$ cat config.mk
export PLATFORM = sky130hd
export DESIGN_NAME = mem_req_decode_flat
export DESIGN_NICKNAME = d
export VERILOG_FILES = /design/src/hw/mem_map_pkg.sv /design/src/hw/mem_map_ifs.sv /design/src/hw/mem_req_decode.sv /design/src/flat_wrapper.sv
export VERILOG_INCLUDE_DIRS = /design/src /design/src/hw
export SDC_FILE = /design/constraint.sdc
export NUM_CORES = 1
export LEC_CHECK = 0
export ABC_AREA = 1
export CAP_MARGIN = 20
export CORE_AREA = 2 2 95 97
export CTS_CLUSTER_DIAMETER = 80
export DETAILED_ROUTE_END_ITERATION = 16
export DIE_AREA = 0 0 97 99
export DONT_BUFFER_PORTS = 1
export SYNTH_ARGS = -nofsm -noshare
export SYNTH_HDL_FRONTEND = slang
export SYNTH_SLANG_ARGS = --single-unit
$ cat constraint.sdc
create_clock -name clk -period 2.3 [get_ports clk]
set_input_delay 0.345 -clock clk [delete_from_list [all_inputs] [get_ports clk]]
set_output_delay 0.345 -clock clk [all_outputs]
set_load 0.01 [all_outputs]
$ cat src/hw/mem_map_params.svh
// ========================================
// Address map and sizes of the memory subsystem
// Include wherever a fixed address or width is needed
// ========================================
`ifndef MEM_MAP_PARAMS_SVH
`define MEM_MAP_PARAMS_SVH

// Data and address width of the core buses
`define XLEN          32

// Shared RAM window, 4096 words from 0x10000
`define RAM_BASE      32'h0001_0000
`define RAM_WORDS     4096
`define RAM_AW        12
// Top 18 address bits all ones select the alias window
`define RAM_ALIAS_TAG 18'h3FFFF

// Debug module area, reached over APB in debug mode
`define DBG_START     32'h0000_0200
`define DBG_END       32'h0000_0FFF
`define APB_AW        13

// Test completion word
`define TOHOST_ADDR   32'h8000_1000

`endif

$ cat src/hw/mem_map_pkg.sv
// ========================================
// Shared types of the memory subsystem
// Referenced by scoped name from every block
// ========================================

`include "mem_map_params.svh"

package mem_map_pkg;

  // One bus word, address or data
  typedef logic [`XLEN-1:0] word_t;

  // Word index into the shared RAM
  typedef logic [`RAM_AW-1:0] ram_addr_t;

  // Byte address on the debug APB
  typedef logic [`APB_AW-1:0] apb_addr_t;

  // Target of a core request
  typedef enum logic [1:0] {
    REGION_NONE   = 2'd0,
    REGION_RAM    = 2'd1,
    REGION_DEBUG  = 2'd2,
    REGION_TOHOST = 2'd3
  } region_e;

endpackage

$ cat src/hw/mem_map_ifs.sv
// ========================================
// Request and response bundles of the shared RAM
// ========================================

`timescale 1ns/1ps

// Decoded RAM requests, levels held while the core holds its request
interface ram_req_if;
  logic                  imem_rd_en;
  mem_map_pkg::ram_addr_t imem_addr;
  logic                  dmem_wr_en;
  logic                  dmem_rd_en;
  mem_map_pkg::ram_addr_t dmem_addr;
  mem_map_pkg::word_t    dmem_wr_data;

  modport decoder (
    output imem_rd_en, imem_addr,
    output dmem_wr_en, dmem_rd_en, dmem_addr, dmem_wr_data
  );

  modport ram (
    input imem_rd_en, imem_addr,
    input dmem_wr_en, dmem_rd_en, dmem_addr, dmem_wr_data
  );
endinterface


$ cat src/hw/mem_req_decode.sv
// ========================================
// Input side: sorts core requests by region and steers them
// to the shared RAM, the debug APB master or the local responder
// ========================================

`timescale 1ns/1ps

`include "mem_map_params.svh"

module mem_req_decode (
  input  logic                   clk,
  input  logic                   reset_n,
  input  logic                   i_debug_mode,
  input  logic                   i_dbg_idle,
  input  logic                   i_imem_rready,
  input  mem_map_pkg::word_t     i_imem_addr,
  input  logic                   i_dmem_rready,
  input  logic                   i_dmem_wvalid,
  input  mem_map_pkg::word_t     i_dmem_addr,
  input  mem_map_pkg::word_t     i_dmem_wdata,
  ram_req_if.decoder             ram_req,
  output logic                   o_dbg_start,
  output logic                   o_dbg_write,
  output mem_map_pkg::apb_addr_t o_dbg_addr,
  output mem_map_pkg::word_t     o_dbg_wdata,
  output logic                   o_tohost_wr,
  output logic                   o_fault_i,
  output logic                   o_fault_d,
  output mem_map_pkg::word_t     o_wdata
);

  mem_map_pkg::region_e region_i;
  mem_map_pkg::region_e region_d;
  logic                 dmem_req;
  logic                 dbg_req;
  logic                 dbg_pending;

  // ========================================
  // Region and index helpers
  // ========================================

  // Tohost wins, then the debug area, then either RAM window
  function automatic mem_map_pkg::region_e region_of(
    input mem_map_pkg::word_t addr,
    input logic               allow_dbg,
    input logic               allow_tohost
  );
    logic in_ram;
    logic in_dbg;
    in_ram = ((addr >= `RAM_BASE) && (addr <= `RAM_BASE + 4 * `RAM_WORDS - 1)) ||
             (addr[`XLEN-1:`RAM_AW+2] == `RAM_ALIAS_TAG);
    in_dbg = (addr >= `DBG_START) && (addr <= `DBG_END);
    if (allow_tohost && (addr == `TOHOST_ADDR))
      return mem_map_pkg::REGION_TOHOST;
    else if (allow_dbg && in_dbg)
      return mem_map_pkg::REGION_DEBUG;
    else if (in_ram)
      return mem_map_pkg::REGION_RAM;
    else
      return mem_map_pkg::REGION_NONE;
  endfunction

  // Alias addresses keep their low 14 bits and the main window drops the base
  function automatic mem_map_pkg::ram_addr_t ram_index(input mem_map_pkg::word_t addr);
    mem_map_pkg::word_t offset;
    if (addr[`XLEN-1:`RAM_AW+2] == `RAM_ALIAS_TAG)
      offset = {{(`XLEN-`RAM_AW-2){1'b0}}, addr[`RAM_AW+1:0]};
    else
      offset = addr - `RAM_BASE;
    return offset[`RAM_AW+1:2];
  endfunction

  // ========================================
  // Classification
  // ========================================

  // Fetches never reach the debug area and tohost only takes writes
  assign region_i = region_of(i_imem_addr, 1'b0, 1'b0);
  assign region_d = region_of(i_dmem_addr, i_debug_mode, i_dmem_wvalid);
  assign dmem_req = i_dmem_rready || i_dmem_wvalid;

  // RAM requests
  assign ram_req.imem_rd_en   = i_imem_rready && (region_i == mem_map_pkg::REGION_RAM);
  assign ram_req.imem_addr    = ram_index(i_imem_addr);
  assign ram_req.dmem_wr_en   = i_dmem_wvalid && (region_d == mem_map_pkg::REGION_RAM);
  assign ram_req.dmem_rd_en   = i_dmem_rready && (region_d == mem_map_pkg::REGION_RAM);
  assign ram_req.dmem_addr    = ram_index(i_dmem_addr);
  assign ram_req.dmem_wr_data = i_dmem_wdata;

  // ========================================
  // Debug request issue
  // ========================================
  assign dbg_req     = dmem_req && (region_d == mem_map_pkg::REGION_DEBUG);
  assign o_dbg_start = dbg_req && i_dbg_idle && !dbg_pending;
  assign o_dbg_write = i_dmem_wvalid;
  assign o_dbg_addr  = i_dmem_addr[`APB_AW-1:0];
  assign o_dbg_wdata = i_dmem_wdata;

  // Set on issue and cleared once the master is back in idle after answering
  always_ff @(posedge clk or negedge reset_n)
  begin
    if (!reset_n)
      dbg_pending <= 1'b0;
    else if (o_dbg_start)
      dbg_pending <= 1'b1;
    else if (i_dbg_idle)
      dbg_pending <= 1'b0;
  end

  // Local responder requests
  assign o_tohost_wr = i_dmem_wvalid && (region_d == mem_map_pkg::REGION_TOHOST);
  assign o_fault_i   = i_imem_rready && (region_i == mem_map_pkg::REGION_NONE);
  assign o_fault_d   = dmem_req && (region_d == mem_map_pkg::REGION_NONE);
  assign o_wdata     = i_dmem_wdata;

  // The master leaves idle after every start, so pending clears only after its answer
  a_dbg_start_taken : assert property (@(posedge clk) disable iff (!reset_n)
    o_dbg_start |=> !i_dbg_idle);

endmodule

$ cat src/flat_wrapper.sv
// flat-port wrapper written by rule: the top's interface ports become plain ports
module mem_req_decode_flat 
  (clk, reset_n, i_debug_mode, i_dbg_idle, i_imem_rready, i_imem_addr, i_dmem_rready, i_dmem_wvalid, i_dmem_addr, i_dmem_wdata, o_dbg_start, o_dbg_write, o_dbg_addr, o_dbg_wdata, o_tohost_wr, o_fault_i, o_fault_d, o_wdata, ram_req_imem_rd_en, ram_req_imem_addr, ram_req_dmem_wr_en, ram_req_dmem_rd_en, ram_req_dmem_addr, ram_req_dmem_wr_data);
  ram_req_if ram_req_i ();
  input  logic clk;
  input  logic reset_n;
  input  logic i_debug_mode;
  input  logic i_dbg_idle;
  input  logic i_imem_rready;
  input  mem_map_pkg::word_t i_imem_addr;
  input  logic i_dmem_rready;
  input  logic i_dmem_wvalid;
  input  mem_map_pkg::word_t i_dmem_addr;
  input  mem_map_pkg::word_t i_dmem_wdata;
  output logic o_dbg_start;
  output logic o_dbg_write;
  output mem_map_pkg::apb_addr_t o_dbg_addr;
  output mem_map_pkg::word_t o_dbg_wdata;
  output logic o_tohost_wr;
  output logic o_fault_i;
  output logic o_fault_d;
  output mem_map_pkg::word_t o_wdata;
  output wire logic [$bits(ram_req_i.imem_rd_en)-1:0] ram_req_imem_rd_en;
  output wire logic [$bits(ram_req_i.imem_addr)-1:0] ram_req_imem_addr;
  output wire logic [$bits(ram_req_i.dmem_wr_en)-1:0] ram_req_dmem_wr_en;
  output wire logic [$bits(ram_req_i.dmem_rd_en)-1:0] ram_req_dmem_rd_en;
  output wire logic [$bits(ram_req_i.dmem_addr)-1:0] ram_req_dmem_addr;
  output wire logic [$bits(ram_req_i.dmem_wr_data)-1:0] ram_req_dmem_wr_data;
  assign ram_req_imem_rd_en = ram_req_i.imem_rd_en;
  assign ram_req_imem_addr = ram_req_i.imem_addr;
  assign ram_req_dmem_wr_en = ram_req_i.dmem_wr_en;
  assign ram_req_dmem_rd_en = ram_req_i.dmem_rd_en;
  assign ram_req_dmem_addr = ram_req_i.dmem_addr;
  assign ram_req_dmem_wr_data = ram_req_i.dmem_wr_data;
  mem_req_decode u_core (.clk(clk), .reset_n(reset_n), .i_debug_mode(i_debug_mode), .i_dbg_idle(i_dbg_idle), .i_imem_rready(i_imem_rready), .i_imem_addr(i_imem_addr), .i_dmem_rready(i_dmem_rready), .i_dmem_wvalid(i_dmem_wvalid), .i_dmem_addr(i_dmem_addr), .i_dmem_wdata(i_dmem_wdata), .ram_req(ram_req_i), .o_dbg_start(o_dbg_start), .o_dbg_write(o_dbg_write), .o_dbg_addr(o_dbg_addr), .o_dbg_wdata(o_dbg_wdata), .o_tohost_wr(o_tohost_wr), .o_fault_i(o_fault_i), .o_fault_d(o_fault_d), .o_wdata(o_wdata));
endmodule
After elaboration in Yosys (flattened, before gate mapping)
Index checks and enable logic that the tools add are counted.

Memories kept: 0. Flip-flop bits (word level): 1. Latch bits: 0. Input bits: 103. Bits in writable memories: 0. Word-level logic and storage cells: 45. Bits in read-only memories: 0. Output and inout bits: 141.

Reduce and logical (&&, ||, !) cells: 21. Div/mod/pow operators: 0. Multipliers: 0. Equality and inequality tests: 7. Bitwise operators: 0. Add/subtract/negate cells: 2. Shifts and indexed selects: 0. Multiplexer cells: 8. Magnitude comparators: 6.

Operators by type and width (number): $ge 32x17->1 const B (2); $le 32x17->1 const B (2); $eq 18x18->1 const B (2); $eq 32x32->1 const B (1); $ge 32x10->1 const B (1); $le 32x12->1 const B (1); $mux 14 (2); $sub 14x1->14 const B (2); $logic_and 1x1->1 (14); $eq 2x2->1 const B (2); $logic_not 2->1 (2); $mux 1 (4); $mux 2 (2); $logic_or 1x1->1 (3); $eq 2x1->1 const B (1); $reduce_bool 2->1 (1); $eq 1x1->1 const B (1); $logic_not 1->1 (1).

Depth between registers and ports, before layout
Word-level depth: 11. Depth in mapped cells: 8.

Least setup slack after synthesis
No wires, ideal clock.

Path type: input port to output port. Start: in i_dmem_addr[29]. End: out ram_req_dmem_rd_en. Stages: 6. Buffers on the path: 0. Required time: 1.955 ns. Data arrival time: 0.959 ns. Path slack: 0.996 ns. Cell sequence: nor2_1 -> nand3_1 -> nand3b_1 -> nand2_2 -> inv_2 -> nor2_2.

Cells in the longest elaborated chain, start to end: 8. Elaborated cells on any way between the ends: 16.

RTL lines: start: declaration (line flat_wrapper.sv:13) `input mem_map_pkg::word_t i_dmem_addr;`; $ge 32x17->1 (no line) / $le 32x17->1 (equally long branches); $logic_and 1x1->1 (line mem_req_decode.sv:50) `` in_ram = ((addr >= `RAM_BASE) && (addr <= `RAM_BASE + 4 * `RAM_WORDS - 1)) || ``; $logic_or 1x1->1 (line mem_req_decode.sv:50); $mux 1 (line mem_req_decode.sv:57) `else if (in_ram)`; $mux 2 (line mem_req_decode.sv:55) `else if (allow_dbg && in_dbg)`; $mux 2 (*) (line mem_req_decode.sv:53) `` if (allow_tohost && (addr == `TOHOST_ADDR)) ``; $eq 2x1->1 (*) (line mem_req_decode.sv:86) `assign ram_req.dmem_rd_en = i_dmem_rready && (region_d == mem_map_pkg::REGION_RAM);`; $logic_and 1x1->1 (*) (line mem_req_decode.sv:86); end: declaration (line flat_wrapper.sv:26) `output wire logic [$bits(ram_req_i.dmem_rd_en)-1:0] ram_req_dmem_rd_en;`.

Every way passes the cells marked *; elsewhere a longest branch is shown, timed or not.

Worst setup path in the final report
Start: in i_dmem_addr[24]. End: out o_dbg_start.

Cells in the longest elaborated chain, start to end: 10. Elaborated cells on any way between the ends: 18.

RTL lines: $ge 32x17->1 (no line) / $le 32x17->1 (equally long branches); $logic_and 1x1->1 (line mem_req_decode.sv:50); $logic_or 1x1->1 (line mem_req_decode.sv:50); $mux 1 (line mem_req_decode.sv:57); $mux 2 (line mem_req_decode.sv:55); $mux 2 (*) (line mem_req_decode.sv:53); $eq 2x2->1 (*) (line mem_req_decode.sv:93) `assign dbg_req = dmem_req && (region_d == mem_map_pkg::REGION_DEBUG);`; $logic_and 1x1->1 (*) (line mem_req_decode.sv:93); $logic_and 1x1->1 (*) (2 in series) (line mem_req_decode.sv:94) `assign o_dbg_start = dbg_req && i_dbg_idle && !dbg_pending;`; end: declaration (line flat_wrapper.sv:15) `output logic o_dbg_start;`.

Marked as above.

==> reports/results.tsv <==
metric	value	unit
Leakage Power	0.265	nW
unrepaired setup endpoints after global routing	no	
startpoint class of the critical path	primary input	
Post-Route Hold Slack	49.1	ps
critical path data arrival time	1040	ps
clock skew after layout	0	ps
routed length per placed instance	10.9	um
final design instance area without fill	654	sq um
critical path start-end classification	in -> out	
Total Neg Setup Slack	0	ps
number of unique standard cell types used by synthesis	14	
wire length of the first global-routing pass	3460	um
result of the run	completed	
instance count of the mapped netlist	253	
vias per cell	3.52	
fmax	721	MHz
starting density of the core	0.178	
maximum capacitance violations	0	
endpoints failing setup	0	
I/O pin cnt	244	
synthesized cell area	1530	sq um
die outline area	9600	sq um
row count	34	
critical path, cell by cell	nor2_1, nand2_1, inv_1, nand2_1, nor2_1, nand2_1, nor2_1	
portion of the clock cycle consumed by the worst path in the final layout	0.603	
dpl hpwl	2190	um
Least-Margin Pin Slew	254	ps
floorplan core area	8550	sq um
worst slew margin relative to its limit	0.832	
antenna cells	0	
clock transition time at the flip-flop clock pins of the worst setup and hold paths	0	ps
via count of the first global-routing pass	751	
post-synth net total	356	
largest net degree at the start of global routing	5	
Slowest cell on crit path	sky130_fd_sc_hd__nor2_1	
Layout Utilization	0.0765	
GR Util met2	0.0844	
pre-CTS setup slack	898	ps
grt peak-use layer	met2	
count of buffer and inverter cells on the critical path	1	
slowest stage delay, CP	210	ps
die height	99	um
total power of the final layout	0.0550	mW
cell class contributing the biggest share of worst-path delay	simple AND/OR/NAND/NOR gates	
GPL Wtd Cong	0.806	
post-route non-filler standard cell count	227	
number of flip-flops under the largest register name	1	
layout overhead on the synthesized area	-57.1	%
clock network latency to the later pin of the worst-skew pair	0	ps
register with the highest flop count	u_core.dbg_pending	
type of the tightest min-delay check	in -> async	
registers with the most flip-flops	u_core.dbg_pending (1)	
Critical Path RT	1960	ps
share of the yosys chip area belonging to registers	0.0164	
Remaining Overflow, GRT	0	
Global Route Usage Sum	0.0441	
Post-layout nets	224	
Final ANT Viol Nets	0	
number of buffers inserted to repair setup after CTS	0	
number of antenna violations at the first check in global routing	0	
fin. max-slew vios	0	
final count of hold timing violations	0	
total cell area at the placement stage	654	sq um
Worst IR Drop VDD	0.0000415	V
wirelength, routed	2460	um
nature of the critical path endpoint	output port	
R2R Path End	u_core.dbg_pending	
count of fill cells added during filler insertion	1018	
depth of the critical timing path with buffers and inverters included	7	
least setup slack across all paths after layout	913	ps
cts-stage hold buffer count	0	
peak fanout along the critical path	3	
Initial DRC Count	12	
start of the worst register-to-register path	u_core.dbg_pending	
proportion of layout cells with a drive suffix above 1	0.0756	
number of warnings printed during yosys synthesis	0	
Placed Cells incl. Taps	227	
per-instance average area after synthesis	6.03	sq um
depth of the worst register-to-register path	3	
width of the die	97	um
global-route track usage on met1	0.0336	
areal power density over the cells	84.0	nW/um^2
number of resized instances in the post-cts repair step	0	
Tmin final	1390	ps
DR pass1 iterations	4	
DRC	0	
total of flip-flops plus latches after synthesis	1	
total via count in the routed design	798	
r2r setup slk	1510	ps
met3 Resource Use GR	0.0142	
IO buf count	0	
## area by class of cell
| cell class | count | area, sq um | area share |
|---|---|---|---|
| multi-input combinational | 100 | 427 | 0.652 |
| tap | 108 | 135 | 0.207 |
| inverter | 18 | 67.6 | 0.103 |
| sequential | 1 | 25.0 | 0.0382 |
## how the worst max path moves through the flow
stage	to	from	slack (ps)
5_1_grt	o_fault_d	i_dmem_addr[1]	770
3_3_place_gp	ram_req_dmem_wr_en	i_dmem_addr[29]	890
6_report	o_dbg_start	i_dmem_addr[24]	910
2_1_floorplan	ram_req_dmem_rd_en	i_dmem_addr[29]	1000
3_5_place_dp	o_fault_d	i_dmem_addr[7]	900
4_1_cts	o_fault_d	i_dmem_addr[7]	890
## where the power goes
group | total, mW | switching [mW] | internal, mW
logic | 0.0371 | 0.0213 | 0.0157
clock network | 0 | 0 | 0
registers | 0.0179 | 0.00000000712 | 0.0179
## Yosys cell counts
cell type                  count  area share
sky130_fd_sc_hd__a21oi_1       1      0.0033
sky130_fd_sc_hd__buf_4       134        0.66
sky130_fd_sc_hd__dfrtp_1       1       0.016
sky130_fd_sc_hd__inv_1        17       0.042
sky130_fd_sc_hd__inv_2         1      0.0025
sky130_fd_sc_hd__nand2_1      33       0.081
sky130_fd_sc_hd__nand2_2       2      0.0082
sky130_fd_sc_hd__nand3_1       3      0.0098
sky130_fd_sc_hd__nand3b_1      2      0.0098
sky130_fd_sc_hd__nand4_1       5       0.021
sky130_fd_sc_hd__nor2_1       43        0.11
sky130_fd_sc_hd__nor2_2        6       0.025
sky130_fd_sc_hd__nor3_1        3      0.0098
sky130_fd_sc_hd__o21ai_1       2      0.0066
## cells in the final DEF, fill, tap and decap left out
cell type	Yosys	layout
sky130_fd_sc_hd__nor2_2	6	6
sky130_fd_sc_hd__nand2_2	2	2
sky130_fd_sc_hd__nand3b_1	2	2
sky130_fd_sc_hd__nor3_1	3	3
sky130_fd_sc_hd__nand3_1	3	3
sky130_fd_sc_hd__nand2_1	33	33
sky130_fd_sc_hd__inv_1	17	17
sky130_fd_sc_hd__inv_2	1	1
sky130_fd_sc_hd__dfrtp_1	1	1
sky130_fd_sc_hd__o21ai_1	2	2
sky130_fd_sc_hd__a21oi_1	1	1
sky130_fd_sc_hd__nand4_1	5	5
sky130_fd_sc_hd__nor2_1	43	43
## worst reg2reg max path: cells and delay by family, from the launching register on
kind	cells	cell delay, ps
buffers and inverters	1	70
AO/OA/AOI/OAI	1	120
flip-flops	1	360
AND/OR/NAND/NOR	1	160
## cells by family after synthesis
kind of cell / synth area share
AOI/OAI and AO/OA: 0.00984
and+or+nand+nor: 0.270
DFF: 0.0164
buffers and inverters: 0.704
## metal layers
layer / vias to the layer above / share of wire
li1: 362 / -
met1: 305 / 0.27
met2: 93 / 0.46
met3: 38 / 0.17
met4: 0 / 0.097
met5: - / 0
(Power assumes the default switching activity.)
