File: src/hw/mem_map_params.svh
// ========================================
// Address map and sizes of the memory subsystem
// Include wherever a fixed address or width is needed
// ========================================
`ifndef MEM_MAP_PARAMS_SVH
`define MEM_MAP_PARAMS_SVH

// Data and address width of the core buses
`define XLEN          32

// Shared RAM window, 4096 words from 0x10000
`define RAM_BASE      32'h0001_0000
`define RAM_WORDS     4096
`define RAM_AW        12
// Top 18 address bits all ones select the alias window
`define RAM_ALIAS_TAG 18'h3FFFF

// Debug module area, reached over APB in debug mode
`define DBG_START     32'h0000_0200
`define DBG_END       32'h0000_0FFF
`define APB_AW        13

// Test completion word
`define TOHOST_ADDR   32'h8000_1000

`endif

File: src/hw/mem_map_pkg.sv
// ========================================
// Shared types of the memory subsystem
// Referenced by scoped name from every block
// ========================================

`include "mem_map_params.svh"

package mem_map_pkg;

  // One bus word, address or data
  typedef logic [`XLEN-1:0] word_t;

  // Word index into the shared RAM
  typedef logic [`RAM_AW-1:0] ram_addr_t;

  // Byte address on the debug APB
  typedef logic [`APB_AW-1:0] apb_addr_t;

  // Target of a core request
  typedef enum logic [1:0] {
    REGION_NONE   = 2'd0,
    REGION_RAM    = 2'd1,
    REGION_DEBUG  = 2'd2,
    REGION_TOHOST = 2'd3
  } region_e;

endpackage

File: src/hw/mem_map_ifs.sv


// RAM responses, valid and ack are single-cycle pulses
interface ram_rsp_if;
  mem_map_pkg::word_t imem_rd_data;
  logic               imem_valid;
  mem_map_pkg::word_t dmem_rd_data;
  logic               dmem_rd_valid;
  logic               dmem_wr_ack;

  modport ram (
    output imem_rd_data, imem_valid,
    output dmem_rd_data, dmem_rd_valid, dmem_wr_ack
  );

  modport merge (
    input imem_rd_data, imem_valid,
    input dmem_rd_data, dmem_rd_valid, dmem_wr_ack
  );
endinterface

File: src/hw/core_resp_unit.sv
// ========================================
// Output side: merges RAM, APB, tohost and fault answers
// into the core response signals
// ========================================

`timescale 1ns/1ps

module core_resp_unit (
  input  logic               clk,
  input  logic               reset_n,
  ram_rsp_if.merge           rsp,
  input  logic               i_done_rd,
  input  logic               i_done_wr,
  input  mem_map_pkg::word_t i_apb_data,
  input  logic               i_tohost_wr,
  input  logic               i_fault_i,
  input  logic               i_fault_d,
  input  mem_map_pkg::word_t i_wdata,
  output logic               o_imem_rvalid,
  output mem_map_pkg::word_t o_imem_rdata,
  output logic               o_dmem_rvalid,
  output logic               o_dmem_wready,
  output mem_map_pkg::word_t o_dmem_rdata,
  output logic               o_imem_fault,
  output logic               o_dmem_fault,
  output mem_map_pkg::word_t o_tohost
);

  // Fault answers one cycle after the request, then clear while the core lets go
  always_ff @(posedge clk or negedge reset_n)
  begin
    if (!reset_n)
    begin
      o_imem_fault <= 1'b0;
      o_dmem_fault <= 1'b0;
      o_tohost     <= '0;
    end
    else
    begin
      o_imem_fault <= i_fault_i && !o_imem_fault;
      o_dmem_fault <= i_fault_d && !o_dmem_fault;
      if (i_tohost_wr)
        o_tohost <= i_wdata;
    end
  end

  // Fetch side
  assign o_imem_rvalid = rsp.imem_valid || o_imem_fault;
  assign o_imem_rdata  = rsp.imem_valid ? rsp.imem_rd_data : '0;

  // Data fault raises both strobes; the core only watches the one it is waiting on
  assign o_dmem_rvalid = rsp.dmem_rd_valid || i_done_rd || o_dmem_fault;
  assign o_dmem_wready = rsp.dmem_wr_ack || i_done_wr || i_tohost_wr || o_dmem_fault;

  // Zero data unless a read source is answering
  always_comb
  begin
    if (rsp.dmem_rd_valid)
      o_dmem_rdata = rsp.dmem_rd_data;
    else if (i_done_rd)
      o_dmem_rdata = i_apb_data;
    else
      o_dmem_rdata = '0;
  end

endmodule

File: src/flat_wrapper.sv
// flat-port wrapper written by rule: the top's interface ports become plain ports
module core_resp_unit_flat 
  (clk, reset_n, i_done_rd, i_done_wr, i_apb_data, i_tohost_wr, i_fault_i, i_fault_d, i_wdata, o_imem_rvalid, o_imem_rdata, o_dmem_rvalid, o_dmem_wready, o_dmem_rdata, o_imem_fault, o_dmem_fault, o_tohost, rsp_imem_rd_data, rsp_imem_valid, rsp_dmem_rd_data, rsp_dmem_rd_valid, rsp_dmem_wr_ack);
  ram_rsp_if rsp_i ();
  input  logic clk;
  input  logic reset_n;
  input  logic i_done_rd;
  input  logic i_done_wr;
  input  mem_map_pkg::word_t i_apb_data;
  input  logic i_tohost_wr;
  input  logic i_fault_i;
  input  logic i_fault_d;
  input  mem_map_pkg::word_t i_wdata;
  output logic o_imem_rvalid;
  output mem_map_pkg::word_t o_imem_rdata;
  output logic o_dmem_rvalid;
  output logic o_dmem_wready;
  output mem_map_pkg::word_t o_dmem_rdata;
  output logic o_imem_fault;
  output logic o_dmem_fault;
  output mem_map_pkg::word_t o_tohost;
  input wire logic [$bits(rsp_i.imem_rd_data)-1:0] rsp_imem_rd_data;
  input wire logic [$bits(rsp_i.imem_valid)-1:0] rsp_imem_valid;
  input wire logic [$bits(rsp_i.dmem_rd_data)-1:0] rsp_dmem_rd_data;
  input wire logic [$bits(rsp_i.dmem_rd_valid)-1:0] rsp_dmem_rd_valid;
  input wire logic [$bits(rsp_i.dmem_wr_ack)-1:0] rsp_dmem_wr_ack;
  assign rsp_i.imem_rd_data = rsp_imem_rd_data;
  assign rsp_i.imem_valid = rsp_imem_valid;
  assign rsp_i.dmem_rd_data = rsp_dmem_rd_data;
  assign rsp_i.dmem_rd_valid = rsp_dmem_rd_valid;
  assign rsp_i.dmem_wr_ack = rsp_dmem_wr_ack;
  core_resp_unit u_core (.clk(clk), .reset_n(reset_n), .rsp(rsp_i), .i_done_rd(i_done_rd), .i_done_wr(i_done_wr), .i_apb_data(i_apb_data), .i_tohost_wr(i_tohost_wr), .i_fault_i(i_fault_i), .i_fault_d(i_fault_d), .i_wdata(i_wdata), .o_imem_rvalid(o_imem_rvalid), .o_imem_rdata(o_imem_rdata), .o_dmem_rvalid(o_dmem_rvalid), .o_dmem_wready(o_dmem_wready), .o_dmem_rdata(o_dmem_rdata), .o_imem_fault(o_imem_fault), .o_dmem_fault(o_dmem_fault), .o_tohost(o_tohost));
endmodule
File: config.mk
export PLATFORM = sky130hd
export DESIGN_NAME = core_resp_unit_flat
export DESIGN_NICKNAME = d
export VERILOG_FILES = /design/src/hw/mem_map_pkg.sv /design/src/hw/mem_map_ifs.sv /design/src/hw/core_resp_unit.sv /design/src/flat_wrapper.sv
export VERILOG_INCLUDE_DIRS = /design/src /design/src/hw
export SDC_FILE = /design/constraint.sdc
export NUM_CORES = 1
export LEC_CHECK = 0
export ABC_AREA = 0
export ABC_CLOCK_PERIOD_IN_PS = 1010
export BUFFER_PORTS_ARGS = -buffer_cell sky130_fd_sc_hd__buf_2
export CAP_MARGIN = 40
export CORE_AREA = 2 2 94 96
export CTS_BUF_LIST = sky130_fd_sc_hd__clkbuf_16
export DETAILED_ROUTE_END_ITERATION = 6
export DIE_AREA = 0 0 96 98
export GPL_ROUTABILITY_DRIVEN = 0
export GPL_TIMING_DRIVEN = 0
export SYNTH_ARGS = -nofsm -noshare
export SYNTH_HDL_FRONTEND = slang
export SYNTH_SLANG_ARGS = --single-unit
File: constraint.sdc
create_clock -name clk -period 1.01 [get_ports clk]
set_input_delay 0.101 -clock clk [delete_from_list [all_inputs] [get_ports clk]]
set_output_delay 0.101 -clock clk [all_outputs]
set_load 0.005 [all_outputs]
# After elaboration in Yosys (flattened, before gate mapping)
# Index checks and enable logic that the tools add are counted.
# totals
input_bits,138
register_bits,34
# classes
n_mux,3
reduce_logical,10
# ops
operator,n
$mux 32,3
$logic_or 1x1->1,6
$logic_and 1x1->1,2
$logic_not 1->1,2

# Logic depth before layout (Yosys ltp)
# Gate-level depths: netlist of run 1.
# logic_depth
depth_word,3
depth_mapped,4
depth_no_buf,2

# Least setup slack after synthesis of run 1
# No wires, ideal clock.
# synth_timing
path_kind,register -> output
startpoint,register u_core.o_dmem_fault
endpoint,output port o_dmem_wready
n_path_buf,0
path_slack_ns,-0.008
arrival_time_ns,0.917
stages_incl_launch_ff,2
path_cell_list,dfrtp_1 > or4_1
# synth_via
elab_chain_len,1
# synth_lines
item,line,source
from (decl),core_resp_unit.sv:25,"output logic o_dmem_fault,"
from (signal assigned),core_resp_unit.sv:41,o_dmem_fault <= i_fault_d && !o_dmem_fault;
$logic_or 1x1->1,core_resp_unit.sv:53,assign o_dmem_wready = rsp.dmem_wr_ack || i_done_wr || i_tohost_wr || o_dmem_fault;
to (decl),flat_wrapper.sv:17,output logic o_dmem_wready;
# No other way between the ends.

# Worst setup path in the final report of run 1
# Ends and elaborated chain as after synthesis.

==> flow_metrics.env, run 1 <==
export IMPL_skew_ns=0
export IMPL_die_area_sq_um=9408
export IMPL_worstSetupStartpointType="flip-flop"
export IMPL_yosys_most_used_dff="dfrtp_1"
export IMPL_async_reset_ff_share_pct=100.0
export IMPL_place_inst=496
export IMPL_finalInstanceArea_sq_um=3530
export IMPL_max_slew_margin_pct=45.93
export IMPL_ys_ff_latch=34
export IMPL_tightestPinTransition_ns=0.8111
export IMPL_core_sq_um=8466
export IMPL_synth_edf_count=0
export IMPL_fp_dieH_microns=98
export IMPL_synthCells=152
export IMPL_grt_max_degree=35
export IMPL_final_cells=508
export IMPL_syn_area_per_cell_sq_um=13.14
export IMPL_fmax_mhz=721.8
export IMPL_crit_required_ns=0.91
export IMPL_io_pins=239
export IMPL_ys_types=16
export IMPL_rsz0062_at_grt="yes"
export IMPL_start_util_pct=23.59
export IMPL_multi_input_area_sq_um=1006
export IMPL_tns_ns=-0.9102
export IMPL_setup_violations_final=4
export IMPL_cts_made_buffers=5
export IMPL_p_leak_nw=2.036
export IMPL_cap_violations=0
export IMPL_die_w_microns=96
export IMPL_dpl_cell_area_sq_um=3313
export IMPL_yosysTopAreaCell="dfrtp_1"
export IMPL_grt_pass1_wl_mm=10.34
export IMPL_drive_gt1_share_pct=73.00
export IMPL_hp_class="in -> async"
export IMPL_finalCriticalPeriod_ns=1.385
export IMPL_cts_tree="yes"
export IMPL_synth_top_cell_area_share_pct=42.61
export IMPL_clock_sinks=34
export IMPL_finalCritPeriodShare_pct=137.2
export IMPL_syn_area_sq_um=1997
export IMPL_clk_latency_ns=0.27
export IMPL_r2r_start="u_core.o_dmem_fault$_DFF_PN0_"
export IMPL_postRouteWirelength_mm=6.936
export IMPL_vias_per_cell=4.293
export IMPL_route_detailed_drc=0
export IMPL_ir_drop_v=0.0006597
export IMPL_numPortBuffers=236
export IMPL_yosysMostFrequentCell="dfrtp_1"
export IMPL_critPathKind="reg -> out"
export IMPL_grt_pass1_vias=2163
export IMPL_violations="hold timing, setup timing"
export IMPL_synthToLayoutAreaGrowth_pct=76.75
export IMPL_drtPass1Iterations=4
export IMPL_path_max_fanout=3
export IMPL_worst_slack_ns=-0.3754
export IMPL_p_per_area_nw_per_um2=1252
export IMPL_dr_first_iter_drc_count=56
export IMPL_ant_nets=0
export IMPL_num_fill_cells=847
export IMPL_wire_per_inst_microns=13.65
export IMPL_status="finished with violations"
export IMPL_cts_root_buffer="clkbuf_16"
export IMPL_track_usage_pct=13.89
export IMPL_yosys_warnings=0
export IMPL_num_rows=34
export IMPL_fin_nets=537
export IMPL_crit_path_end_kind="output pin"
export IMPL_ys_top_cells_by_count="dfrtp_1, and2_1, a22o_1, mux2_4, buf_6"
export IMPL_dp_hpwl_mm=5.731
export IMPL_antenna_cells=0
export IMPL_register_area_sq_um=850.8
export IMPL_seq_area_frac_synth_pct=42.61
export IMPL_hold_viol=34
export IMPL_crit_arrival_ns=1.28
export IMPL_synth_area_leaders="dfrtp_1, mux2_4, a22o_1"
export IMPL_vias=2181
export IMPL_slew_violations=0
export IMPL_htree_levels=2
export IMPL_timing_hold_ws_ns=-0.09397
export IMPL_antenna_found_initial=0
export IMPL_syn_nets=290
export IMPL_clk_pin_slew_worst_paths_ns=0.05
export IMPL_cts_buffer_depth=2
export IMPL_cp_startpoint="u_core.o_dmem_fault$_DFF_PN0_"
export IMPL_overflow=0
-- registers in the layout, summed over array words and instances, names as in the netlist --
name,count
u_core.o_tohost,32
u_core.o_dmem_fault,1
u_core.o_imem_fault,1
-- critical path, stage by stage, from the launching register on --
cell	delay (ns)
dfrtp_1	0.39
or4_1	0.47
buf_2	0.15
-- through the flow --
| stage | power [mW] | util (%) | setup WS [ns] |
|---|---|---|---|
| finish | 4.419 | 41.69 | -0.3754 |
| detailed placement | 2.745 | 39.14 | -0.1328 |
| global placement | 2.730 | 39.14 | -0.1259 |
| CTS | 4.501 | 41.43 | -0.3825 |
| global route | 4.697 | 41.69 | -0.4526 |
| floorplan | 2.104 | - | 0.04267 |
-- worst paths after layout --
check / end / slack, ns / cells past startpoint
max: o_dmem_wready / -0.38 / 2
min: u_core.o_tohost[30]$_DFFE_PN0P_ / -0.09 / 1
max reg2reg: u_core.o_dmem_fault$_DFF_PN0_ / 0.21 / 3
min reg2reg: u_core.o_tohost[13]$_DFFE_PN0P_ / 0.50 / 1
max in group asynchronous: u_core.o_tohost[11]$_DFFE_PN0P_ / 0.57 / 1
min in group clk: u_core.o_dmem_fault$_DFF_PN0_ / 0.05 / 2
-- layout by cell type, fill, tap and decap left out, drive strengths merged --
| cell | netlist | final |
|---|---|---|
| a22o | 31 | 31 |
| and2 | 32 | 32 |
| buf | 11 | 251 |
| bufinv | 0 | 1 |
| clkbuf | 3 | 8 |
| dfrtp | 34 | 34 |
| inv | 0 | 2 |
| mux2 | 32 | 32 |
| nand2 | 2 | 2 |
| nor2b | 3 | 3 |
| o21ai | 1 | 1 |
| or2 | 1 | 1 |
| or3 | 1 | 1 |
| or4 | 1 | 1 |
-- area by class of cell --
cell class                      instances  area share (%)
Buffer                                 14           4.077
Clock buffer                            5           3.545
Clock inverter                          3           1.063
Multi-Input combinational cell        104           28.50
Sequential cell                        34           24.10
Tap cell                              108           3.828
Timing Repair Buffer                  240           34.88
-- logic make-up after synthesis --
family | after synthesis | synth area share (%)
simple gates | 40 | 12.72
flops | 34 | 42.61
compound gates | 32 | 13.85
mux | 32 | 23.68
buf+inv | 14 | 7.143
-- power breakdown --
part	internal, mW	leakage, nW	switching (mW)
combinational	0.741	1.55	0.428
clock	1.14	0.0864	0.536
sequential	1.50	0.399	0.0725
total	3.38	2.04	1.04
-- repair_timing --
item | 4_1_cts | 5_1_grt
buffers inserted | 3 | 1
resized for setup | 2 | 5
hold endpoints to repair | 34 | 34
endpoints found under the setup margin | 3 | 13
-- per-layer routing --
metal | vias to the layer above | global-route usage [%] | routed length [microns]
met3 | 6 | 2.546 | 572
met4 | 0 | 3.626 | 72
met1 | 998 | 14.09 | 2482
li1 | 1042 | - | -
met5 | - | 0 | 0
met2 | 135 | 27.83 | 3809
Note: power is estimated with default switching activity, not from simulation.
==> inputs of run 2 (changes only) <==
ABC_CLOCK_PERIOD_IN_PS = 1750   (was 1010)
CORE_AREA = 2 2 92 94   (was 2 2 94 96)
DIE_AREA = 0 0 94 96   (was 0 0 96 98)
clock period = 1.75 ns   (was 1.01 ns; I/O delays follow)
==> flow_metrics.env, run 2 (synthesized netlist as in run 1, its figures left out) <==
export IMPL_fmax_mhz=649.0
export IMPL_path_buf_inv=1
export IMPL_route_detailed_drc=0
export IMPL_htree_levels=2
export IMPL_finalCritPeriodShare_pct=88.05
export IMPL_cts_resized=0
export IMPL_critPathCapture="o_dmem_wready"
export IMPL_finalCriticalPeriod_ns=1.541
export IMPL_dr_first_iter_drc_count=20
export IMPL_cp_depth=2
export IMPL_fin_nets=533
export IMPL_cts_tree="yes"
export IMPL_num_fill_cells=833
export IMPL_fp_dieH_microns=96
export IMPL_drtPass1Iterations=4
export IMPL_dp_hpwl_mm=6.219
export IMPL_r2r_end="u_core.o_tohost[7]$_DFFE_PN0P_"
export IMPL_critPathKind="reg -> out"
export IMPL_largest_register_ffs=32
export IMPL_crit_path_end_kind="output pin"
export IMPL_grt_pass1_wl_mm=10.54
export IMPL_slowest_stage="or4_1"
export IMPL_die_area_sq_um=9024
export IMPL_tns_ns=0
export IMPL_antenna_found_initial=3
export IMPL_r2r_slack_ns=0.98
export IMPL_grt_pass1_vias=2135
export IMPL_cts_hold_buf=0
export IMPL_wire_per_inst_microns=14.46
export IMPL_vias=2201
export IMPL_p_per_area_nw_per_um2=697.6
export IMPL_drive_gt1_share_pct=72.73
export IMPL_cts_buffer_depth=2
export IMPL_worst_slack_ns=0.2092
export IMPL_tightestPinTransition_ns=0.7760
export IMPL_cts_made_buffers=5
export IMPL_violations="hold timing"
export IMPL_slew_violations=0
export IMPL_final_cells=504
export IMPL_mostFrequentLayoutCells="buf_2, dfrtp_1, and2_1"
export IMPL_numPortBuffers=236
export IMPL_ir_drop_v=0.0003085
export IMPL_cp_startpoint="u_core.o_dmem_fault$_DFF_PN0_"
export IMPL_postRouteWirelength_mm=7.288
export IMPL_hp_class="in -> async"
export IMPL_rsz0062_at_grt="no"
export IMPL_final_common_cell="buf_2"
export IMPL_skew_ns=0
export IMPL_worstSetupStartpointType="flip-flop"
export IMPL_clk_pin_slew_worst_paths_ns=0.06
export IMPL_cts_root_buffer="clkbuf_16"
export IMPL_reg2reg_depth=1
export IMPL_cap_violations=0
export IMPL_track_usage_pct=15.13
export IMPL_core_sq_um=8051
export IMPL_timing_hold_ws_ns=-0.02117
export IMPL_place_inst=493
export IMPL_ant_nets=0
export IMPL_clk_latency_ns=0.27
export IMPL_top_register="u_core.o_tohost"
export IMPL_preCtsSetupSlack_ns=0.4995
export IMPL_io_pins=239
export IMPL_crit_arrival_ns=1.37
export IMPL_vias_per_cell=4.367
export IMPL_r2r_start="u_core.o_tohost[7]$_DFFE_PN0P_"
export IMPL_synthToLayoutAreaGrowth_pct=73.18
export IMPL_cts_setup_buffers=0
export IMPL_start_util_pct=24.80
export IMPL_largest_registers="u_core.o_tohost x32, u_core.o_dmem_fault x1, u_core.o_imem_fault x1"
export IMPL_p_leak_nw=1.987
export IMPL_slowest_delay_ns=0.53
export IMPL_max_slew_margin_pct=48.27
export IMPL_critPathTopFamily="simple AND/OR/NAND/NOR gates"
export IMPL_die_w_microns=94
export IMPL_crit_required_ns=1.57
export IMPL_clock_sinks=34
export IMPL_grt_max_degree=35
export IMPL_setup_violations_final=0
export IMPL_status="finished with violations"
export IMPL_crit_chain="or4_1 -> buf_2"
export IMPL_overflow=0
export IMPL_num_rows=33
export IMPL_hold_viol=34
export IMPL_finalPower_mw=2.413
export IMPL_path_max_fanout=4
run 2: cell count changes in the layout (fill, tap and decap cells not counted), moves of 2 or more:
cell and delta:
buf_4 -2, diode_2 +3, buf_2 +2, buf_6 -4, inv_1 -2
run 2: layer usage:
layer	wire, microns	vias up	global-route usage, %
met3	589	6	3.289
li1	-	1038	-
met2	3935	133	28.51
met5	0	-	0
met4	127	0	6.522
met1	2636	1024	16.26
run 2: final cells by class:
type                            instances  area, sq um  share of cell area [%]
Timing Repair Buffer                  236         1181                   34.15
Antenna cell                            3        7.507                  0.2171
Clock buffer                            5        125.1                   3.618
Tap cell                              105        131.4                   3.799
Sequential cell                        34        850.8                   24.60
Clock inverter                          3        16.27                  0.4703
Multi-Input combinational cell        104         1003                   29.02
Buffer                                 14        142.6                   4.124
run 2: stage by stage:
stage	cell area [sq um]	utilization, %	hold WS, ns
after floorplan	1997	-	-0.1206
final	3458	42.95	-0.02117
after CTS	3451	42.86	0.01403
after global routing	3458	42.95	0.05105
after detailed placement	3309	41.10	0.3128
after global placement	3309	41.10	0.3012
run 2: worst min path at each step:
stage / from / end / slack, ns / cells after the start
floorplan: reset_n / u_core.o_dmem_fault$_DFF_PN0_ / -0.12 / 0
global placement: reset_n / u_core.o_tohost[30]$_DFFE_PN0P_ / 0.30 / 1
detailed placement: reset_n / u_core.o_tohost[1]$_DFFE_PN0P_ / 0.31 / 1
CTS: reset_n / u_core.o_dmem_fault$_DFF_PN0_ / 0.01 / 1
global route: reset_n / u_core.o_tohost[1]$_DFFE_PN0P_ / 0.05 / 1
finish: reset_n / u_core.o_tohost[1]$_DFFE_PN0P_ / -0.02 / 1
run 2: report_power, final:
group          total, mW  switching, mW  internal (mW)
logic              0.662          0.249          0.414
registers          0.906         0.0419          0.864
clock network      0.844          0.325          0.519
total               2.41          0.616           1.80
