$ cat src/hw/mem_map_params.svh
// ========================================
// Address map and sizes of the memory subsystem
// Include wherever a fixed address or width is needed
// ========================================
`ifndef MEM_MAP_PARAMS_SVH
`define MEM_MAP_PARAMS_SVH

// Data and address width of the core buses
`define XLEN          32

// Shared RAM window, 4096 words from 0x10000
`define RAM_BASE      32'h0001_0000
`define RAM_WORDS     4096
`define RAM_AW        12
// Top 18 address bits all ones select the alias window
`define RAM_ALIAS_TAG 18'h3FFFF

// Debug module area, reached over APB in debug mode
`define DBG_START     32'h0000_0200
`define DBG_END       32'h0000_0FFF
`define APB_AW        13

// Test completion word
`define TOHOST_ADDR   32'h8000_1000

`endif

$ cat src/hw/mem_map_pkg.sv
// ========================================
// Shared types of the memory subsystem
// Referenced by scoped name from every block
// ========================================

`include "mem_map_params.svh"

package mem_map_pkg;

  // One bus word, address or data
  typedef logic [`XLEN-1:0] word_t;

  // Word index into the shared RAM
  typedef logic [`RAM_AW-1:0] ram_addr_t;

  // Byte address on the debug APB
  typedef logic [`APB_AW-1:0] apb_addr_t;

  // Target of a core request
  typedef enum logic [1:0] {
    REGION_NONE   = 2'd0,
    REGION_RAM    = 2'd1,
    REGION_DEBUG  = 2'd2,
    REGION_TOHOST = 2'd3
  } region_e;

endpackage

$ cat src/hw/debug_apb_master.sv
// ========================================
// APB master for data accesses to the debug module
// Runs IDLE, SETUP, ACCESS and drops to IDLE outside debug mode
// ========================================

`timescale 1ns/1ps

module debug_apb_master (
  input  logic                   clk,
  input  logic                   reset_n,
  input  logic                   i_debug_mode,
  input  logic                   i_start,
  input  logic                   i_write,
  input  mem_map_pkg::apb_addr_t i_addr,
  input  mem_map_pkg::word_t     i_wdata,
  input  logic                   i_apb_pready,
  input  mem_map_pkg::word_t     i_apb_prdata,
  output mem_map_pkg::apb_addr_t o_apb_paddr,
  output logic                   o_apb_psel,
  output logic                   o_apb_penable,
  output logic                   o_apb_pwrite,
  output mem_map_pkg::word_t     o_apb_pwdata,
  output logic                   o_idle,
  output logic                   o_done_rd,
  output logic                   o_done_wr,
  output mem_map_pkg::word_t     o_rd_data
);

  typedef enum logic [1:0] {
    ST_IDLE,
    ST_SETUP,
    ST_ACCESS
  } apb_state_e;

  apb_state_e             state;
  apb_state_e             state_nxt;
  mem_map_pkg::apb_addr_t addr_q;
  mem_map_pkg::word_t     wdata_q;
  logic                   write_q;
  logic                   finish;

  // Last ACCESS cycle with pready seen
  assign finish = (state == ST_ACCESS) && i_apb_pready;

  always_comb
  begin
    state_nxt = state;
    case (state)
      ST_IDLE:
        if (i_start)
          state_nxt = ST_SETUP;
      ST_SETUP:
        state_nxt = ST_ACCESS;
      ST_ACCESS:
        // Wait states just stretch this phase
        if (i_apb_pready)
          state_nxt = ST_IDLE;
      default:
        state_nxt = ST_IDLE;
    endcase
  end

  always_ff @(posedge clk or negedge reset_n)
  begin
    if (!reset_n)
    begin
      state     <= ST_IDLE;
      o_done_rd <= 1'b0;
      o_done_wr <= 1'b0;
    end
    else if (!i_debug_mode)
    begin
      // Leaving debug mode abandons any transfer
      state     <= ST_IDLE;
      o_done_rd <= 1'b0;
      o_done_wr <= 1'b0;
    end
    else
    begin
      state     <= state_nxt;
      o_done_rd <= finish && !write_q;
      o_done_wr <= finish && write_q;
    end
  end

  // Transaction copy keeps the bus stable through ACCESS
  always_ff @(posedge clk)
  begin
    if ((state == ST_IDLE) && i_start)
    begin
      addr_q  <= i_addr;
      wdata_q <= i_wdata;
      write_q <= i_write;
    end
    if (finish && !write_q)
      o_rd_data <= i_apb_prdata;
  end

  // ========================================
  // Bus outputs
  // ========================================
  assign o_apb_psel    = (state != ST_IDLE);
  assign o_apb_penable = (state == ST_ACCESS);
  assign o_apb_paddr   = addr_q;
  assign o_apb_pwrite  = write_q;
  assign o_apb_pwdata  = wdata_q;
  assign o_idle        = (state == ST_IDLE);

  // Address, direction and data hold from SETUP to the end of ACCESS
  a_bus_stable : assert property (@(posedge clk) disable iff (!reset_n)
    o_apb_psel && !(o_apb_penable && i_apb_pready) && i_debug_mode
    |=> o_apb_psel && $stable(o_apb_paddr) && $stable(o_apb_pwrite)
        && $stable(o_apb_pwdata));

endmodule

$ cat config.mk
export PLATFORM = sky130hd
export DESIGN_NAME = debug_apb_master
export DESIGN_NICKNAME = d
export VERILOG_FILES = /design/src/hw/mem_map_pkg.sv /design/src/hw/debug_apb_master.sv
export VERILOG_INCLUDE_DIRS = /design/src /design/src/hw
export SDC_FILE = /design/constraint.sdc
export NUM_CORES = 1
export LEC_CHECK = 0
export BUFFER_PORTS_ARGS = -buffer_cell sky130_fd_sc_hd__buf_2
export CAP_MARGIN = 25
export CORE_UTILIZATION = 35
export CTS_CLUSTER_SIZE = 20
export DETAILED_ROUTE_END_ITERATION = 10
export GPL_TIMING_DRIVEN = 1
export PLACE_DENSITY_LB_ADDON = 0.15
export SKIP_LAST_GASP = 1
export SLEW_MARGIN = 20
export SYNTH_ARGS = -nofsm -noshare
export SYNTH_HDL_FRONTEND = slang
export SYNTH_SLANG_ARGS = --single-unit
$ cat constraint.sdc
create_clock -name clk -period 3 [get_ports clk]
set_clock_uncertainty 0.2 [all_clocks]
set_input_delay 0.15 -clock clk [delete_from_list [all_inputs] [get_ports clk]]
set_output_delay 0.15 -clock clk [all_outputs]
set_load 0.1 [all_outputs]
* Yosys cells after proc, flatten, opt, wreduce, memory -nomap -nowiden
Index checks and enable logic that the tools add are counted.
Cells by class: reductions and logical operators 8, multiplexer cells 6, equality and inequality tests 4
Operator list (count):
- $mux W2 | 3
- $ne A3 B3 Y1 const B | 2
- $pmux W2 S3 | 1
- $logic_and A1 B1 Y1 | 4
- $eq A2 B1 Y1 const B | 1
- $eq A2 B2 Y1 const B | 1
- $logic_not A2 Y1 | 1
- $mux W1 | 2
- $reduce_and A2 Y1 | 1
- $reduce_bool A2 Y1 | 1
- $logic_not A1 Y1 | 1
Storage, ports and cells: input bits 83, word-level logic and storage cells 25, register bits after elaboration 82, output and inout port bits 83

* Depth between registers and ports, before layout
Gate-level depths: netlist (run 1).
depth in word-level cells 4, gate-level depth with buffers 2, gate-level depth less buffers 2

* Least setup slack after synthesis (run 1)
Ideal clock, no wire load.
path kind register -> register, start point register state[0], end point register addr_q[0] (netlist: o_apb_paddr[0]) (enable), data arrival time 2.513 ns, path buffers 0, cell stages (with the launch flop) 3, setup slack -0.121 ns, clock period less this slack 3.121 ns, setup time 0.408 ns, data required time 2.392 ns, cells stage by stage dfrtp_1 nor2_2 and2_1
On the way: cells in the longest elaborated chain, start to end 2
Ends and longest elaborated chain:
- start, declared | RTL line debug_apb_master.sv:35 | apb_state_e state;
- start signal, assigned | RTL line debug_apb_master.sv:80 | state <= state_nxt;
- $logic_not A2 Y1
- net o_idle | RTL line debug_apb_master.sv:23 | output logic o_idle,
- $logic_and A1 B1 Y1 | RTL line debug_apb_master.sv:89 | if ((state == ST_IDLE) && i_start)
- end signal, assigned | RTL line debug_apb_master.sv:91 | addr_q <= i_addr;
- end, declared | RTL line debug_apb_master.sv:37 | mem_map_pkg::apb_addr_t addr_q;
The timed path passes the listed nets, and every way through them passes these cells. A chain may end at the register's enable or synchronous reset.

* Final worst setup path (run 1)
start point register state[0], end point register wdata_q[31] (netlist: o_apb_pwdata[31]) (enable)
On the way: cells in the longest elaborated chain, start to end 2
Ends and longest elaborated chain:
- $logic_not A2 Y1 | RTL line debug_apb_master.sv:89
- $logic_and A1 B1 Y1 | RTL line debug_apb_master.sv:89
- end signal, assigned | RTL line debug_apb_master.sv:92 | wdata_q <= i_wdata;
- end, declared | RTL line debug_apb_master.sv:38 | mem_map_pkg::word_t wdata_q;
No other way between the ends.

==> results of run 1 <==
==> critical path, cell delays in order, from the launching register on <==
cell and delay [ns]:
dfrtp_1 0.44, nor2_2 0.17, and2_2 0.55, buf_4 0.31
==> report_power, final <==
part	internal (mW)	switching, mW
Combinational	0.149	0.433
Clock	0.549	0.373
Sequential	1.31	0.0140
Total	2.01	0.820
==> flip-flops by register name (all words and copies together) (netlist names) <==
signal,cells
o_done_wr,1
o_apb_pwrite,1
o_done_rd,1
o_apb_pwdata,32
o_apb_paddr,13
o_rd_data,32
state,2
==> worst paths after layout <==
path | from | endpoint | slack, ns
worst max-delay path | state[0]$_DFFE_PN0P_ | o_apb_pwdata[31]$_DFFE_PP_ | 1.03
worst min-delay path | i_wdata[4] | o_apb_pwdata[4]$_DFFE_PP_ | 0.31
worst max register to register | state[0]$_DFFE_PN0P_ | o_apb_pwdata[31]$_DFFE_PP_ | 1.03
worst min register to register | o_apb_pwrite$_DFFE_PP_ | o_done_wr$_DFF_PN0_ | 0.47
max in group asynchronous | reset_n | state[0]$_DFFE_PN0P_ | 1.93
min in group asynchronous | reset_n | o_done_rd$_DFF_PN0_ | 0.51
==> cells in the final DEF (no fill, tap or decap) <==
cell type      synthesis  final
nor3b_4                0      1
buf_4                  0      3
edfxtp_1              78     78
clkinv_2               0      1
dfrtp_1                4      4
buf_2                  0    165
bufinv_16              0      3
and3b_2                1      1
clkinv_4               0      1
and4_1                 1      1
and4b_1                1      1
dlygate4sd3_1          0     85
clkbuf_8               0      9
and2_2                 0      1
nor2b_4                1      1
and3_1                 1      1
inv_1                  2      2
a31o_1                 1      1
nor2_2                 1      1
clkbuf_1               0      1
==> metal layers <==
layer  share of wire  up-vias
li1                -      897
met2            0.50      114
met3            0.12        8
met1            0.37      881
met4           0.014        0
met5               0        -
==> cell families (layout without fill, tap and decap cells) <==
family	count (synthesis)	after routing
flip-flops	82	82
AO/OA/AOI/OAI	1	1
buffers and inverters	2	270
AND/OR/NAND/NOR	8	8
==> area by class of cell <==
| class | instances | share of cell area |
|---|---|---|
| tap | 96 | 0.0262 |
| clock inverter | 5 | 0.0226 |
| inverter | 2 | 0.00164 |
| sequential | 82 | 0.532 |
| clock buffer | 10 | 0.0278 |
| multi-input combinational | 9 | 0.0196 |
| timing repair buffer | 253 | 0.370 |
==> metrics by stage <==
stage,utilization,power (mW),setup slack (ns),instances,hold WS [ns]
after floorplan,-,1.74,0.00952,93,-0.346
after global placement,0.508,1.84,1.04,357,-0.240
after detailed placement,0.508,1.85,1.02,357,-0.238
after CTS,0.665,2.85,0.998,457,0.299
after global routing,0.665,2.92,0.889,457,0.297
final,0.665,2.83,1.03,457,0.314
==> results.json, run 1 <==
{
  "status": "finished, final reports clean",
  "nNetsFinal": 440,
  "grtUsageMet3": 0.0768,
  "clk_latency_ns": 0.33,
  "yosys.cell_types.count": 12,
  "cts_hold_buf": 85,
  "viasPerCell": 4.16,
  "core_area_mm2": 0.00691,
  "power_density_mw_per_mm2": 617,
  "dr_total_vias": 1900,
  "synth_top_family_by_area": "simple AND/OR/NAND/NOR gates",
  "placedInstanceArea_mm2": 0.00351,
  "hold_path_class": "in -> reg",
  "reg2reg_depth": 3,
  "seq_area_mm2": 0.00244,
  "top_usage_layer": "met2",
  "synth.most_common_cell": "edfxtp_1",
  "cts_tree": "done",
  "root_buffer": "clkbuf_8",
  "synth_compound_area_frac": 0.00346,
  "wl_um": 6390,
  "synth_top_area_cell": "edfxtp_1",
  "drive_gt1_frac": 0.518,
  "slew_headroom": 0.604,
  "num_io_pins": 166,
  "synth-simple-area-share": 0.0292,
  "rsz0062_at_grt": "false",
  "synth-seq-cells": 82,
  "cts_setup_buffers": 0,
  "cp-start-kind": "flip-flop",
  "met2_usage": 0.300,
  "synth_nets": 176,
  "cts_max_path_buffers": 2,
  "period_minus_slack_ns": 1.97,
  "drv_cap": 0,
  "multi_input_area_um2": 90.1,
  "path_max_fanout": 26,
  "grt_pass1_vias": 2036,
  "antenna_found_initial": 0,
  "vdd.ir_drop.worst_v": 0.000464,
  "dieArea_mm2": 0.00758,
  "die_h_um": 87.1,
  "required_ns": 2.84,
  "post_synth.cell_area_avg_um2": 27.2,
  "grt-ovfl-total": 0,
  "dp_hpwl_um": 3880,
  "synth_seq_area_share": 0.964,
  "clock.fmax_mhz": 508,
  "grt_pass1_wl_um": 9450,
  "holdPathStages": 2,
  "hold_viol_final": 0,
  "synth.top_cell.area_share": 0.925,
  "htree_levels": 3,
  "min_period_over_period": 0.657,
  "diodes": 0,
  "cts_resized": 0,
  "crit_arrival_ns": 1.81,
  "drc": 0,
  "setup.worst_path.class": "reg -> reg",
  "clk_pin_slew_ns": 0.08,
  "finalSetupTns_ns": 0,
  "synthesis.area_mm2": 0.00253,
  "rows": 30,
  "cts_buffers": 9,
  "gp_congestion": 0.672,
  "die_w_um": 87.1,
  "finish.instance_area_mm2": 0.00459,
  "setup_violations": 0,
  "yosys-mux-area-fraction": 0,
  "dr.pass1.iters": 4,
  "initial_core_util": 0.367,
  "endpoint_kind": "flip-flop",
  "wl_per_cell_um": 14.0,
  "fill_cells": 532,
  "synthTopCellsByCount": "edfxtp_1, dfrtp_1, inv_1",
  "syn-instance-count": 93,
  "leakage_nw": 1.98,
  "synthAdderAreaFrac": 0,
  "tightest_slew_ns": 0.594,
  "maxSlewViolCount": 0,
  "track_usage": 0.173,
  "synth_xor_area_frac": 0,
  "synthArstFlopShare": 0.0488,
  "io_buffers": 165,
  "grt_max_degree": 33,
  "synthToLayoutAreaGrowth_pct": 81.3,
  "ant_nets": 0,
  "cts_sinks": 82,
  "synth_enable_flop_cells": 78,
  "met1_usage": 0.181,
  "synth_area_leaders": "edfxtp_1, dfrtp_1, nor2b_4",
  "yosys_warnings": 0,
  "synth-main-ff-cell": "edfxtp_1",
  "drtIter0Drc": 35
}
(Power assumes the default switching activity.)
==> inputs of run 2 (changes only) <==
==> constraint.sdc (replaced) <==
create_clock -name clk -period 1.7 [get_ports clk]
set_clock_uncertainty 0.2 [all_clocks]
set_input_delay 0.085 -clock clk [delete_from_list [all_inputs] [get_ports clk]]
set_output_delay 0.085 -clock clk [all_outputs]
set_load 0.1 [all_outputs]
==> run 2 against run 1 <==
  * Sequential cell count stayed put
  * Critical path depth unchanged
  * Sequential power rose by 76%
  * Count of clock-buffer cells in the layout unchanged
==> results.json, run 2 (synthesis results as in run 1) <==
{
  "status": "finished, final reports clean",
  "drtIter0Drc": 43,
  "cp_top_family": "buffers and inverters",
  "final_cell_mix": "buf_2, dlygate4sd3_1, edfxtp_1",
  "dieArea_mm2": 0.00758,
  "r2r_setup_slack_ns": 0.12,
  "slew_headroom": 0.654,
  "min_to": "o_rd_data[30]$_DFFE_PP_",
  "cp-start-kind": "flip-flop",
  "diodes": 0,
  "rows": 30,
  "clk_pin_slew_ns": 0.08,
  "antenna_found_initial": 0,
  "post-route-util": 0.670,
  "fin_ws_ns": 0.111,
  "cts_sinks": 82,
  "path_max_fanout": 4,
  "grt-ovfl-total": 0,
  "num_io_pins": 166,
  "min_period_over_period": 0.935,
  "hold_path_class": "in -> reg",
  "reg2reg_to": "o_rd_data[9]$_DFFE_PP_",
  "drive_gt1_frac": 0.515,
  "tightest_slew_ns": 0.523,
  "endpoint_kind": "primary output",
  "cts_buffers": 9,
  "maxSlewViolCount": 0,
  "power_density_mw_per_mm2": 1080,
  "dp_hpwl_um": 3740,
  "cts_setup_buffers": 0,
  "nNetsFinal": 439,
  "die_h_um": 87.1,
  "ant_nets": 0,
  "clk_latency_ns": 0.34,
  "slowest_delay_ns": 0.44,
  "holdPathStages": 2,
  "crit_arrival_ns": 1.30,
  "cts_tree": "done",
  "root_buffer": "clkbuf_8",
  "dr.pass1.iters": 2,
  "period_minus_slack_ns": 1.59,
  "htree_levels": 3,
  "wl_um": 6130,
  "fill_cells": 504,
  "drc": 0,
  "leakage_nw": 1.98,
  "holdCritStartpoint": "i_apb_prdata[30]",
  "gp_congestion": 0.682,
  "wl_per_cell_um": 13.4,
  "drv_cap": 0,
  "dp_slack_ns": 0.120,
  "io_buffers": 165,
  "rsz0062_at_grt": "false",
  "required_ns": 1.41,
  "slowest_stage": "dfrtp_1",
  "hold_ws_ns": 0.254,
  "grt_max_degree": 33,
  "reg2reg_from": "state[1]$_DFFE_PN0P_",
  "clock.fmax_mhz": 629,
  "viasPerCell": 4.02,
  "dr_total_vias": 1836,
  "hold_viol_final": 0,
  "initial_core_util": 0.367,
  "reg2reg_depth": 3,
  "path_cells": "nor2_4, inv_1, buf_2",
  "core_area_mm2": 0.00691,
  "setup.worst_path.class": "reg -> out",
  "setup_violations": 0,
  "die_w_um": 87.1,
  "grt_pass1_wl_um": 9170,
  "synthToLayoutAreaGrowth_pct": 82.9,
  "vdd.ir_drop.worst_v": 0.000638,
  "grt_pass1_vias": 1954,
  "cts_max_path_buffers": 2,
  "track_usage": 0.167,
  "crit_buf_inv": 2,
  "final_common_cell": "buf_2"
}
==> run 2: cell count changes in the layout (fill, tap and decap cells not counted), sizes merged <==
cell | before | now
clkinvlp | 0 | 1
buf | 168 | 167
dlygate4sd3 | 85 | 84
clkbuf | 10 | 11
==> run 2: worst max path at each step <==
stage                              start                       to  slack, ns  depth (start not counted)
finish              state[0]$_DFFE_PN0P_               o_apb_psel       0.11                          3
global placement    state[0]$_DFFE_PN0P_  o_rd_data[16]$_DFFE_PP_       0.16                          3
global route        state[0]$_DFFE_PN0P_               o_apb_psel       0.01                          3
detailed placement  state[1]$_DFFE_PN0P_  o_rd_data[16]$_DFFE_PP_       0.12                          3
floorplan           state[0]$_DFFE_PN0P_   o_rd_data[0]$_DFFE_PP_      -0.88                          2
CTS                 state[0]$_DFFE_PN0P_                   o_idle       0.04                          2
==> run 2: report_power, final <==
part	internal, mW	leakage, nW	switching (mW)	total (mW)
logic	0.276	1.09	0.766	1.04
registers	2.32	0.784	0.0252	2.34
clock network	0.966	0.112	0.643	1.61
==> run 2: final cells by class <==
type	count	area, um^2	area share
multi-input cells	9	96.3	0.0208
clock buffers	10	128	0.0276
inverters	2	7.51	0.00162
clock inverters	6	105	0.0227
well taps	96	120	0.0259
flip-flops and latches	82	2440	0.527
repair buffers	252	1730	0.374
==> run 2: worst reg2reg max path, cell delays in order (launching register included) <==
cell     delay, ns
dfrtp_1       0.41
nor2b_4       0.21
nor3b_4       0.23
buf_12        0.23
==> run 2: through the flow <==
| stage | instances | TNS [ns] | power (mW) | instance area, um^2 |
|---|---|---|---|---|
| CTS | 457 | 0 | 5.03 | 4630 |
| detailed placement | 357 | 0 | 3.27 | 3550 |
| global placement | 357 | 0 | 3.27 | 3550 |
| floorplan | 93 | -44.50 | 3.07 | 2550 |
| global route | 457 | 0 | 5.17 | 4630 |
| finish | 457 | 0 | 4.99 | 4630 |
==> run 2: repair_timing <==
item / 4_1_cts / 5_1_grt
endpoints found under the hold margin: 86 / 0
hold buffers: 84 / 0
setup endpoints to repair: 1 / 1
resized for setup: 1 / 1
pin swaps: 0 / 0
==> run 2: layer usage <==
layer  up-vias  track usage  wire length (um)
met5         -            0                 0
met4         0       0.0803                90
met3         8       0.0749               684
met2       113        0.280              3010
met1       820        0.182              2340
li1        895            -                 -
==> inputs of run 3 (changes only) <==
--- a/config.mk
+++ b/config.mk
@@ -13,6 +13,7 @@
 export DETAILED_ROUTE_END_ITERATION = 10
 export GPL_TIMING_DRIVEN = 1
 export PLACE_DENSITY_LB_ADDON = 0.15
+export RECOVER_POWER = 100
 export SKIP_LAST_GASP = 1
 export SLEW_MARGIN = 20
 export SYNTH_ARGS = -nofsm -noshare
==> run 3 against run 2 <==
  * Power shrank 0.27%
  * Count of clock-buffer cells in the layout unchanged
  * Register-to-register slack hardly changed
  * Die area is the same
  * Largest power group unchanged
  * Largest cell class unchanged
  * Sequential share of layout area grew 0.26 points
==> results.json, run 3 (synthesis results as in run 1) <==
{
  "setup.worst_path.class": "reg -> out",
  "clk_latency_ns": 0.33,
  "track_usage": 0.167,
  "core_area_mm2": 0.00691,
  "post-route-util": 0.667,
  "viasPerCell": 4.01,
  "period_minus_slack_ns": 1.58,
  "drtIter0Drc": 49,
  "clock.fmax_mhz": 631,
  "grt-ovfl-total": 0,
  "setup_violations": 0,
  "dieArea_mm2": 0.00758,
  "endpoint_kind": "primary output",
  "hold_ws_ns": 0.257,
  "antenna_found_initial": 0,
  "power_density_mw_per_mm2": 1080,
  "diodes": 0,
  "slew_headroom": 0.616,
  "rows": 30,
  "drc": 0,
  "nNetsFinal": 439,
  "dp_hpwl_um": 3740,
  "crit_arrival_ns": 1.30,
  "final_common_cell": "dlygate4sd3_1",
  "rsz0062_at_grt": "false",
  "path_max_fanout": 4,
  "layout.cells.non_filler": 457,
  "initial_core_util": 0.367,
  "required_ns": 1.41,
  "tightest_slew_ns": 0.578,
  "cp-start-kind": "flip-flop",
  "grt_pass1_vias": 1954,
  "drive_gt1_frac": 0.512,
  "cts_setup_buffers": 0,
  "cts_max_path_buffers": 2,
  "drv_cap": 0,
  "grt_pass1_wl_um": 9170,
  "cts_buffers": 9,
  "die_h_um": 87.1,
  "leakage_nw": 1.99,
  "dr.pass1.iters": 4,
  "hold_viol_final": 0,
  "vdd.ir_drop.worst_v": 0.000635,
  "grt_max_degree": 33,
  "root_buffer": "clkbuf_8",
  "min_period_over_period": 0.932,
  "hold_path_class": "in -> reg",
  "cts_sinks": 82,
  "gp_congestion": 0.682,
  "cts_tree": "done",
  "synthToLayoutAreaGrowth_pct": 82.0,
  "wl_um": 6120,
  "ant_nets": 0,
  "status": "finished, final reports clean",
  "total_power_mw": 4.98,
  "die_w_um": 87.1,
  "final_cell_mix": "dlygate4sd3_1, buf_2, clkbuf_2",
  "num_io_pins": 166,
  "placed_cells": 357,
  "htree_levels": 3,
  "dr_total_vias": 1831,
  "maxSlewViolCount": 0,
  "clk_pin_slew_ns": 0.08,
  "io_buffers": 165,
  "wl_per_cell_um": 13.4
}
==> run 3: where the power goes <==
group          internal, mW  total (mW)  switching [mW]
combinational         0.263        1.03           0.763
clock                 0.967        1.61           0.641
sequential             2.32        2.35          0.0283
==> run 3: worst max-delay path, stage by stage (launching register included) <==
cell,delay [ns]
dfrtp_1,0.44
nor2_4,0.06
inv_1,0.05
buf_2,0.41
==> run 3: area by class of cell <==
cell class	count	area, um^2
sequential	82	2440
fill	507	2300
timing repair buffer	252	1710
clock buffer	10	128
tap	96	120
clock inverter	6	105
multi-input combinational	9	96.3
inverter	2	7.51
==> run 3: stage by stage <==
| step | area [um^2] | setup WS [ns] | TNS (ns) |
|---|---|---|---|
| finish | 4610 | 0.116 | 0 |
| detailed placement | 3550 | 0.120 | 0 |
| CTS | 4630 | 0.0365 | 0 |
| floorplan | 2550 | -0.883 | -44.50 |
| global route | 4610 | 0.0116 | 0 |
| global placement | 3550 | 0.162 | 0 |
==> run 3: worst paths after layout <==
path	startpoint	to	slack (ns)	cells after the start
max	state[0]$_DFFE_PN0P_	o_apb_psel	0.12	3
min	i_wdata[25]	o_apb_pwdata[25]$_DFFE_PP_	0.26	2
max reg2reg	state[1]$_DFFE_PN0P_	o_rd_data[9]$_DFFE_PP_	0.12	3
min reg2reg	o_apb_pwrite$_DFFE_PP_	o_done_wr$_DFF_PN0_	0.48	1
max in group asynchronous	reset_n	o_done_wr$_DFF_PN0_	0.70	3
min in group asynchronous	reset_n	state[1]$_DFFE_PN0P_	0.44	3
==> run 3: per-layer routing <==
| metal | vias to the layer above | GRT usage | wire length (um) |
|---|---|---|---|
| met2 | 113 | 0.280 | 3050 |
| met4 | 0 | 0.0803 | 64 |
| met1 | 820 | 0.182 | 2320 |
| li1 | 893 | - | - |
| met3 | 5 | 0.0749 | 681 |
| met5 | - | 0 | 0 |
==> run 3: repair_timing <==
item | 4_1_cts | 5_1_grt
setup endpoints to repair | 1 | 1
endpoints found under the hold margin | 86 | 0
hold buffers | 84 | 0
resized for setup | 1 | 1
